## src/spritePkg.sv

```systemverilog
//****************************************************************************
// sprite layer package
// pixel, position, zone hit and collision structs
// object sizes, colour codes, APB register map and reset values
// shared pixel-in-span helper for the renderers
//****************************************************************************
package spritePkg;

	localparam int COORD_W = 11; // screen coordinate width
	localparam int COLOR_W = 8;  // 8-bit colour codes
	localparam int APB_AW = 8;   // APB address width
	localparam int APB_DW = 32;  // APB data width
	localparam int N_ZONES = 3;  // left, middle, right

	// current pixel on screen, always positive
	typedef struct packed {
		logic [COORD_W-1:0] x;
		logic [COORD_W-1:0] y;
	} pixel_t;

	// object top-left corner, may sit off screen
	typedef struct packed {
		logic signed [COORD_W-1:0] x;
		logic signed [COORD_W-1:0] y;
	} objPos_t;

	typedef struct packed {
		logic left;
		logic middle;
		logic right;
	} bracketHit_t; // which bracket zone holds the pixel

	typedef struct packed {
		logic left;
		logic middle;
		logic right;
	} collision_t; // bird overlapping each zone, same bit order as the register

	localparam int BRACKET_ZONE_W = 32;
	localparam int BRACKET_W = 96; // three zones
	localparam int BRACKET_H = 32;
	localparam int BIRD_SIZE = 16;

	localparam logic [COLOR_W-1:0] BRACKET_COLOR = 8'h5b;
	localparam logic [COLOR_W-1:0] TRANSPARENT_COLOR = 8'hFF; // nothing drawn

	// register map, byte offsets of 32-bit words
	localparam logic [APB_AW-1:0] ADDR_BRACKET_POS = 8'h00;
	localparam logic [APB_AW-1:0] ADDR_BIRD_POS = 8'h04;
	localparam logic [APB_AW-1:0] ADDR_BIRD_COLOR = 8'h08;
	localparam logic [APB_AW-1:0] ADDR_BG_COLOR = 8'h0C;
	localparam logic [APB_AW-1:0] ADDR_COLLISION = 8'h10;

	localparam int POS_X_LSB = 0;  // x in bits 10..0
	localparam int POS_Y_LSB = 16; // y in bits 26..16

	localparam objPos_t RESET_BRACKET_POS = '{x: 11'sd0, y: 11'sd0};
	localparam objPos_t RESET_BIRD_POS = '{x: 11'sd200, y: 11'sd100};
	localparam logic [COLOR_W-1:0] RESET_BIRD_COLOR = 8'hE0;
	localparam logic [COLOR_W-1:0] RESET_BG_COLOR = 8'h00;

	// true when pix lies in [origin+first, origin+first+len), signed compare
	function automatic logic inSpan(logic [COORD_W-1:0] pix, logic signed [COORD_W-1:0] origin,
			int first, int len);
		int p;
		int lo;
		p = int'(pix);            // zero extended
		lo = int'(origin) + first; // sign extended, may be negative
		return (p >= lo) && (p < lo + len);
	endfunction

endpackage

```

## src/apbRegs.sv

```systemverilog
//****************************************************************************
// APB slave for the sprite layer
// bracket and bird positions, bird and background colours
// sticky collision flags, write-one-to-clear
//****************************************************************************
`timescale 1ns/1ps

module apbRegs
	import spritePkg::*;
(
	input logic clk,
	input logic resetN,
	input logic psel,
	input logic penable,
	input logic pwrite,
	input logic [APB_AW-1:0] paddr,
	input logic [APB_DW-1:0] pwdata,
	input collision_t collision, // per-pixel overlap from the mux
	output logic [APB_DW-1:0] prdata,
	output logic pready,
	output logic pslverr,
	output objPos_t bracketPos,
	output objPos_t birdPos,
	output logic [COLOR_W-1:0] birdColor,
	output logic [COLOR_W-1:0] bgColor
);

	logic access;   // second phase of a transfer
	logic mapped;   // offset hits a register
	logic wrEn;     // legal write in this access cycle
	logic [APB_DW-1:0] readData;
	collision_t stickyFlags;
	collision_t clearMask;

	assign access = psel && penable;
	assign pready = access; // no wait states
	assign pslverr = access && !mapped;
	assign wrEn = access && pwrite && mapped;

	// address decode and read mux
	always_comb begin
		mapped = 1'b1;
		readData = '0; // unused bits stay 0
		case (paddr)
			ADDR_BRACKET_POS: begin
				readData[POS_X_LSB +: COORD_W] = bracketPos.x;
				readData[POS_Y_LSB +: COORD_W] = bracketPos.y;
			end
			ADDR_BIRD_POS: begin
				readData[POS_X_LSB +: COORD_W] = birdPos.x;
				readData[POS_Y_LSB +: COORD_W] = birdPos.y;
			end
			ADDR_BIRD_COLOR: readData[COLOR_W-1:0] = birdColor;
			ADDR_BG_COLOR: readData[COLOR_W-1:0] = bgColor;
			ADDR_COLLISION: readData[N_ZONES-1:0] = stickyFlags;
			default: mapped = 1'b0; // hole in the map, reads 0
		endcase
	end

	// only drive data while a read is in its access phase
	assign prdata = (access && !pwrite) ? readData : '0;

	// write-one-to-clear mask for the collision register
	always_comb begin
		clearMask = '0;
		if (wrEn && (paddr == ADDR_COLLISION))
			clearMask = collision_t'(pwdata[N_ZONES-1:0]);
	end

	// configuration registers, written at the end of the access cycle
	always_ff @(posedge clk or negedge resetN) begin
		if (!resetN) begin
			bracketPos <= RESET_BRACKET_POS;
			birdPos <= RESET_BIRD_POS;
			birdColor <= RESET_BIRD_COLOR;
			bgColor <= RESET_BG_COLOR;
		end
		else if (wrEn) begin
			case (paddr)
				ADDR_BRACKET_POS: begin
					bracketPos.x <= pwdata[POS_X_LSB +: COORD_W];
					bracketPos.y <= pwdata[POS_Y_LSB +: COORD_W];
				end
				ADDR_BIRD_POS: begin
					birdPos.x <= pwdata[POS_X_LSB +: COORD_W];
					birdPos.y <= pwdata[POS_Y_LSB +: COORD_W];
				end
				ADDR_BIRD_COLOR: birdColor <= pwdata[COLOR_W-1:0];
				ADDR_BG_COLOR: bgColor <= pwdata[COLOR_W-1:0];
				default: ; // collision handled below
			endcase
		end
	end

	// sticky flags: a new collision wins over a clear in the same cycle
	always_ff @(posedge clk or negedge resetN) begin
		if (!resetN)
			stickyFlags <= '0;
		else
			stickyFlags <= (stickyFlags & ~clearMask) | collision;
	end

endmodule

```

## src/bracketObject.sv

```systemverilog
//****************************************************************************
// bracket renderer
// three 32-pixel zones side by side, one registered hit bit per zone
//****************************************************************************
`timescale 1ns/1ps

module bracketObject
	import spritePkg::*;
(
	input logic clk,
	input logic resetN,
	input pixel_t pixel,          // current screen pixel
	input objPos_t bracketPos,    // top-left corner, signed
	output bracketHit_t bracketHit // zone holding the pixel, one cycle later
);

	logic inRows;   // pixel row within the bracket height
	logic inCols;   // pixel column within the whole bracket
	bracketHit_t zoneHit;

	// signed compares so a partly off-screen bracket still draws
	always_comb begin
		inRows = inSpan(pixel.y, bracketPos.y, 0, BRACKET_H);
		inCols = inSpan(pixel.x, bracketPos.x, 0, BRACKET_W);
		zoneHit = '0;

		if (inRows && inCols) begin
			// zones are disjoint, priority only keeps it one-hot
			if (inSpan(pixel.x, bracketPos.x, 0, BRACKET_ZONE_W))
				zoneHit.left = 1'b1;   // offsets 0..31
			else if (inSpan(pixel.x, bracketPos.x, BRACKET_ZONE_W, BRACKET_ZONE_W))
				zoneHit.middle = 1'b1; // offsets 32..63
			else
				zoneHit.right = 1'b1;  // offsets 64..95
		end
	end

	// first pipeline stage
	always_ff @(posedge clk or negedge resetN) begin
		if (!resetN)
			bracketHit <= '0;
		else
			bracketHit <= zoneHit;
	end

endmodule

```

## src/birdObject.sv

```systemverilog
//****************************************************************************
// bird renderer
// registered request for pixels inside the bird square
//****************************************************************************
`timescale 1ns/1ps

module birdObject
	import spritePkg::*;
(
	input logic clk,
	input logic resetN,
	input pixel_t pixel,     // current screen pixel
	input objPos_t birdPos,  // top-left corner, may be off screen
	output logic birdHit     // pixel inside the square, one cycle later
);

	logic inCols;
	logic inRows;

	// signed compare keeps the visible part of a clipped bird
	always_comb begin
		inCols = inSpan(pixel.x, birdPos.x, 0, BIRD_SIZE);
		inRows = inSpan(pixel.y, birdPos.y, 0, BIRD_SIZE);
	end

	// first pipeline stage, aligned with the bracket
	always_ff @(posedge clk or negedge resetN) begin
		if (!resetN)
			birdHit <= 1'b0;
		else
			birdHit <= inCols && inRows;
	end

endmodule

```

## src/objectsMux.sv

```systemverilog
//****************************************************************************
// objects mux
// priority colour select: bird, then bracket, then background
// per-zone collision of the bird with the bracket
//****************************************************************************
`timescale 1ns/1ps

module objectsMux
	import spritePkg::*;
(
	input logic clk,
	input logic resetN,
	input bracketHit_t bracketHit,     // zone request from the bracket
	input logic birdHit,               // request from the bird
	input logic [COLOR_W-1:0] birdColor,
	input logic [COLOR_W-1:0] bgColor,
	output logic [COLOR_W-1:0] rgbOut, // pixel colour, two cycles after the pixel
	output collision_t collision       // overlap per zone, same stage as rgbOut
);

	logic birdVisible; // bird drawn only with an opaque colour
	logic bracketAny;
	logic [COLOR_W-1:0] pixelColor;
	collision_t overlap;

	// colour priority
	always_comb begin
		birdVisible = birdHit && (birdColor != TRANSPARENT_COLOR);
		bracketAny = |bracketHit;

		if (birdVisible)
			pixelColor = birdColor;
		else if (bracketAny)
			pixelColor = BRACKET_COLOR; // fixed bracket colour
		else
			pixelColor = bgColor;
	end

	// collisions use the raw request, a transparent bird still collides
	always_comb begin
		overlap.left = birdHit && bracketHit.left;
		overlap.middle = birdHit && bracketHit.middle;
		overlap.right = birdHit && bracketHit.right;
	end

	// second pipeline stage
	always_ff @(posedge clk or negedge resetN) begin
		if (!resetN) begin
			rgbOut <= TRANSPARENT_COLOR; // nothing drawn until the pipe fills
			collision <= '0;
		end
		else begin
			rgbOut <= pixelColor;
			collision <= overlap;
		end
	end

endmodule

```

## src/spriteLayer.sv

```systemverilog
//****************************************************************************
// sprite layer top level
// APB register block, bracket and bird renderers, colour mux
//****************************************************************************
`timescale 1ns/1ps

module spriteLayer
	import spritePkg::*;
(
	input logic clk,
	input logic resetN,
	input pixel_t pixel, // new coordinate every clock
	input logic psel,
	input logic penable,
	input logic pwrite,
	input logic [APB_AW-1:0] paddr,
	input logic [APB_DW-1:0] pwdata,
	output logic [APB_DW-1:0] prdata,
	output logic pready,
	output logic pslverr,
	output logic [COLOR_W-1:0] rgbOut // two cycles after pixel
);

	objPos_t bracketPos;
	objPos_t birdPos;
	logic [COLOR_W-1:0] birdColor;
	logic [COLOR_W-1:0] bgColor;
	bracketHit_t bracketHit; // stage 1
	logic birdHit;           // stage 1
	collision_t collision;   // stage 2, back to the sticky flags

	apbRegs regs_i (
		.clk(clk), .resetN(resetN),
		.psel(psel), .penable(penable), .pwrite(pwrite),
		.paddr(paddr), .pwdata(pwdata), .collision(collision),
		.prdata(prdata), .pready(pready), .pslverr(pslverr),
		.bracketPos(bracketPos), .birdPos(birdPos),
		.birdColor(birdColor), .bgColor(bgColor)
	);

	bracketObject bracket_i (
		.clk(clk), .resetN(resetN),
		.pixel(pixel), .bracketPos(bracketPos),
		.bracketHit(bracketHit)
	);

	birdObject bird_i (
		.clk(clk), .resetN(resetN),
		.pixel(pixel), .birdPos(birdPos),
		.birdHit(birdHit)
	);

	objectsMux mux_i (
		.clk(clk), .resetN(resetN),
		.bracketHit(bracketHit), .birdHit(birdHit),
		.birdColor(birdColor), .bgColor(bgColor),
		.rgbOut(rgbOut), .collision(collision)
	);

endmodule

```

## config.mk

```make
export PLATFORM = sky130hd
export DESIGN_NAME = spriteLayer
export DESIGN_NICKNAME = d
export VERILOG_FILES = /design/src/spritePkg.sv /design/src/apbRegs.sv /design/src/bracketObject.sv /design/src/birdObject.sv /design/src/objectsMux.sv /design/src/spriteLayer.sv
export SDC_FILE = /design/constraint.sdc
export NUM_CORES = 1
export LEC_CHECK = 0
export ABC_AREA = 1
export BUFFER_PORTS_ARGS = -buffer_cell sky130_fd_sc_hd__clkbuf_2
export CORE_UTILIZATION = 35
export DETAILED_ROUTE_END_ITERATION = 10
export PLACE_DENSITY = 0.51
export SLEW_MARGIN = 25
export SYNTH_ARGS = -nofsm -noshare
export SYNTH_HDL_FRONTEND = slang
export SYNTH_SLANG_ARGS = --single-unit
```

## constraint.sdc

```tcl
create_clock -name clk -period 6.2 [get_ports clk]
set_clock_uncertainty 0.05 [all_clocks]
set_input_delay 0.31 -clock clk [delete_from_list [all_inputs] [get_ports clk]]
set_output_delay 0.31 -clock clk [all_outputs]
set_load 0.005 [all_outputs]
```

---- Word level (Yosys, flattened, before mapping) ----
Index checks and enable logic that the tools add are counted.
storage, ports and cells
  latch bits .............................. 0
  bits in registers ....................... 78
  RAM bits ................................ 0
  memories ................................ 0
  memory bits (read-only) ................. 0
  output and inout port bits .............. 42
  input bits .............................. 67
  word-level logic and storage cells ...... 83
cells by class
  equality and inequality tests ........... 5
  mux-type cells .......................... 14
  reductions and logical operators ........ 27
  div/mod/pow operators ................... 0
  $mul .................................... 0
  shifts and indexed selects .............. 0
  bitwise gates (word level) .............. 3
  magnitude comparators ................... 11
  add/subtract/negate cells ............... 6
operator list
  cell                                                             count
  12-bit by 32-bit less-than comparator with 1-bit output          6
  12-bit by 11-bit >= comparator with 1-bit output                 4
  32-bit by 7-bit adder with 32-bit output, second input constant  1
  12-bit by 32-bit >= comparator with 1-bit output                 1
  27-bit two-way mux                                               1
  11-bit by 6-bit adder with 12-bit output, second input constant  2
  11-bit by 7-bit adder with 12-bit output, second input constant  2
  11-bit case mux with 2 select lines                              1
  5-bit case mux with 4 select lines                               1
  1-bit logical AND                                                18
  8-bit by 4-bit == test with 1-bit output, second input constant  2
  8-bit two-way mux                                                2
  3-bit case mux with 5 select lines                               1
  11-bit by 8-bit adder with 12-bit output, second input constant  1
  8-bit by 3-bit == test with 1-bit output, second input constant  1
  8-bit by 5-bit == test with 1-bit output, second input constant  1
  8-bit zero test                                                  1
  8-bit inequality test, second input constant                     1
  2-bit AND reduction                                              4
  3-bit two-way mux                                                2
  3-bit case mux with 2 select lines                               1
  5-bit OR reduction                                               1
  1-bit two-way mux                                                4
  3-bit bitwise AND                                                1
  5 further kinds                                                  6

---- Depth between registers and ports, before layout ----
  depth in word-level cells ............... 9
  depth in mapped cells ................... 18
  gate-level depth less buffers ........... 18

---- Hierarchy ----
A second synthesis with hierarchy kept.
unflattened totals
  cells, all modules ...................... 944
  area total of the unflattened synthesis .. 6762.7 sq um
by module, submodules not included
  module         seq. area each (sq um)  times used  cells an instance  area each (sq um)
  apbRegs        1587.8                  1           383                3258.1
  bracketObject  75.1                    1           304                1764.2
  birdObject     25.0                    1           187                1168.6
  objectsMux     285.3                   1           70                 571.8

---- Worst setup path before layout ----
No wires, ideal clock.
  kind .................................... register to register
  start point ............................. reg regs_i.bracketPos[16] (netlist name)
  end point ............................... reg bracket_i.bracketHit[0] (netlist name)
  stages on the path, launching flop included .. 15
  setup time .............................. 0.071 ns
  period minus slack after synthesis ...... 2.328 ns
  path buffers ............................ 0
  data arrival time ....................... 2.207 ns
  slack ................................... 3.872 ns
  required time ........................... 6.079 ns
  cells stage by stage .................... dfrtp_1 -> ha_1 -> nand2_1 -> inv_1 -> nand2_1 -> nand2_1 -> nor2_1 -> nand4_1 -> ha_1 -> or2_2 -> nor4_1 -> nand3_1 -> nand3_1 -> nand2_1 -> nor2_1

==> impl_results.md <==
* Synth Area in Compound Gates at 0.147
* LEAKAGE at 3.51 nW
* Worst r2r path cells at 14
* Hold WC Path Type: in -> async
* CTS tree: done
* Share of cells above drive strength 1 at 0.169
* VDD IR max at 0.0933 mV
* Antenna viol nets, final at 0
* Drt drc at 0
* Worst skew pair latency at 0.33 ns
* Final TNS setup at 0 ns
* Total congestion overflow at 0
* Final worst path period share at 0.458
* Via count at 5567
* Critical Path Start: regs_i.bracketPos[16]
* Die span in x at 137 um
* Final hold vios at 37
* Worst Slack Setup Final at 3.36 ns
* Drt total wl at 16.0 mm
* Critical path cell sequence: ha_1 -> nand2_1 -> inv_1 -> nand2_1 -> nand2_1 -> nor2_1 -> nand4_1 -> ha_1 -> or2_2 -> nor4_1 -> nand3_1 -> nand3_1 -> nand2_1 -> nor2_1
* Worst-Margin Slew at 0.721 ns
* Nets at 1088
* GRT Util Overall at 0.180
* XOR/XNOR share of the synthesized area at 0.0274
* Cell-internal power at 923 uW
* Post-CTS Repair Setup Buffers at 0
* Mapped cell area at 6390 sq um
* Crit path max-delay cell type: dfrtp_1
* Pwr dens at 169 nW/um^2
* Post-route cell area at 7290 sq um
* CP max FO at 8
* DR pass1 iterations at 7
* Setup Slack @ Placement at 3.41 ns
* Failing checks: negative hold slack
* Syn avg cell area at 7.49 sq um
* Crit path DAT at 3.05 ns
* Final RePlAce weighted congestion at 0.789
* ANT cells at 0
* Logic pwr share at 0.110
* Max-slew headroom at 0.519
* Drt via density at 4.77
* Max clock buf depth at 2
* Synthesized instance count at 854
* DP HPWL at 12.7 mm
* Cts bufs inserted at 9
* Core area at 17900 sq um
* # port buffers at 88
* Most common flop cell mapped by yosys: dfrtp_1
* Tot Pwr at 1.23 mW
* Max cap viols at 0
* Count of final setup violators at 0
* Placed cells at 1152
* # clock sinks at 78
* Synth Area in Adders at 0.170
* Non-Filler Instances at 1168
* Fmax at 0.352 GHz
* Root Buffer: clkbuf_16
* Startpoint of the worst-slack reg-to-reg timing path: regs_i.bracketPos[16]
* Mux contribution to synthesized area at 0
* Sequential share of power at 0.417
* First-pass GRT wire length at 26.2 mm
* Clock network power share at 0.472
* Startpoint types: flip-flop
* Max Transition Viols Final at 0
* DIE HEIGHT at 137 um
* Synth warnings at 0
* Clk pin slew, worst setup/hold paths at 0.07 ns
* Rows at 49
* EDFF count, synth at 0
* Drt wl/cell at 13.7 um
* Synth Register Bits at 78
* Worst endpoint required time at 6.42 ns
* Critical Path Sink Type: flip-flop
* CP peak stage delay at 0.49 ns
* Register area share after synthesis at 0.309
* Post-synthesis simple-gate area fraction at 0.239
* # fillers at 1906
* Die area at 18800 sq um
* Most frequent CP cell: nand2_1
* Critical path class: reg -> reg
* CTS H-tree lvls at 3
* Area Overhead vs Synth at 14.1%
* Vias in the first global route at 5352
* Largest net degree at the start of global routing at 79
* Unique masters post-synth at 41
* Initial Util at 0.357
* CTS Hold Bufs at 0
* Iteration-0 DRC Markers at 252
* Ys async rst share at 1.00
* Initial antenna violation count at 0
* Final hold slack at -0.0378 ns
* Status: complete, but fails checks
* I/O Pins at 109
* Switching Fraction at 0.252
* Area after DPL at 6960 sq um
* Cts repair resizes at 0
* Psw at 311 uW
* Main combinational cell family by area after synthesis: simple AND/OR/NAND/NOR gates
* RSZ-0062 raised after global routing: no
* Final min period at 2.84 ns
[per-stage QoR]
stage	hold WS [ns]	util
after floorplan	-0.0356	-
after global placement	0.373	0.389
after detailed placement	0.385	0.389
after CTS	0.122	0.407
after global routing	0.0173	0.407
final	-0.0378	0.407
[cell usage after synthesis, drive strengths merged (3+ instances only)]
library cell / instances / share of area
a21o: 4 / 0.0047
a21oi: 60 / 0.047
buf: 26 / 0.030
clkbuf: 3 / 0.0018
dfrtp: 61 / 0.24
dfstp: 17 / 0.070
ha: 87 / 0.17
inv: 126 / 0.074
nand2: 220 / 0.13
nand3: 39 / 0.036
nand4: 20 / 0.020
nor2: 47 / 0.033
nor3: 9 / 0.0088
o21a: 3 / 0.0035
o21ai: 89 / 0.078
o22ai: 6 / 0.0059
xnor2: 4 / 0.0055
xor2: 16 / 0.022
[cell families after synthesis]
group           Yosys count
flops                    78
other cells               1
compound gates          169
simple gates            342
xor+xnor                 20
fa+ha+maj                87
buf+inv                 157
[layout make-up]
cell class | count | area [sq um] | share of cell area
clock inverter | 7 | 104 | 0.0142
sequential | 78 | 1970 | 0.270
multi-input combinational | 628 | 3770 | 0.517
tap | 229 | 287 | 0.0393
inverter | 128 | 482 | 0.0660
clock buffer | 9 | 225 | 0.0309
timing repair buffer | 89 | 454 | 0.0623
[flip-flops by register name, summed over array words and instances, names as in the netlist]
register / flops
regs_i.birdColor: 8
regs_i.birdPos: 22
regs_i.bgColor: 8
regs_i.bracketPos: 22
regs_i.stickyFlags: 3
mux_i.rgbOut: 8
mux_i.collision: 3
bracket_i.bracketHit: 3
bird_i.birdHit: 1
[cells in the final DEF, fill, tap and decap left out, types with 3 or more instances in the layout]
cell type / n
nor2_1: 42
nand2_1: 214
a21oi_1: 60
inv_1: 121
conb_1: 10
clkbuf_16: 9
o22ai_1: 6
dfstp_2: 17
o21a_1: 3
nor3_1: 8
nand4_1: 20
xor2_1: 16
dfrtp_1: 61
nand3_4: 3
nand2_2: 4
inv_6: 3
clkbuf_2: 87
o21ai_0: 35
nand3_1: 36
inv_2: 5
o21ai_2: 15
o21ai_1: 39
ha_1: 87
a21o_1: 4
xnor2_1: 4
[power groups by stage]
| stage | clock network (mW) | registers [mW] | logic [mW] |
|---|---|---|---|
| 6_report | 0.583 | 0.515 | 0.136 |
| 5_1_grt | 0.618 | 0.515 | 0.161 |
| 4_1_cts | 0.596 | 0.515 | 0.139 |
| 3_5_place_dp | 0 | 0.524 | 0.138 |
| 3_3_place_gp | 0 | 0.524 | 0.138 |
| 2_1_floorplan | 0 | 0.524 | 0.0801 |
[per-layer routing]
metal / vias up / GRT usage / share of wire
met5: - / 0 / 0
met1: 2540 / 0.244 / 0.50
met3: 15 / 0.0204 / 0.017
met4: 0 / 0.0440 / 0.013
li1: 2947 / - / -
met2: 65 / 0.303 / 0.47
[critical path: cells and delay by family, from the launching register on]
| kind | cells | cell delay, ns |
|---|---|---|
| simple gates | 11 | 1.69 |
| fa+ha+maj | 2 | 0.49 |
| flops | 1 | 0.49 |
| buf+inv | 1 | 0.05 |
[path summary, 6_finish.rpt]
check | end | slack (ns)
setup / recovery | bracket_i.bracketHit[0] | 3.36
hold / removal | regs_i.bgColor[5] | -0.04
setup reg to reg | bracket_i.bracketHit[0] | 3.36
hold reg to reg | regs_i.stickyFlags[2] | 0.39
max in group asynchronous | regs_i.birdPos[21] | 5.64
min in group clk | regs_i.birdColor[6] | 0.13
No activity file was read; power rests on OpenSTA's default activity.
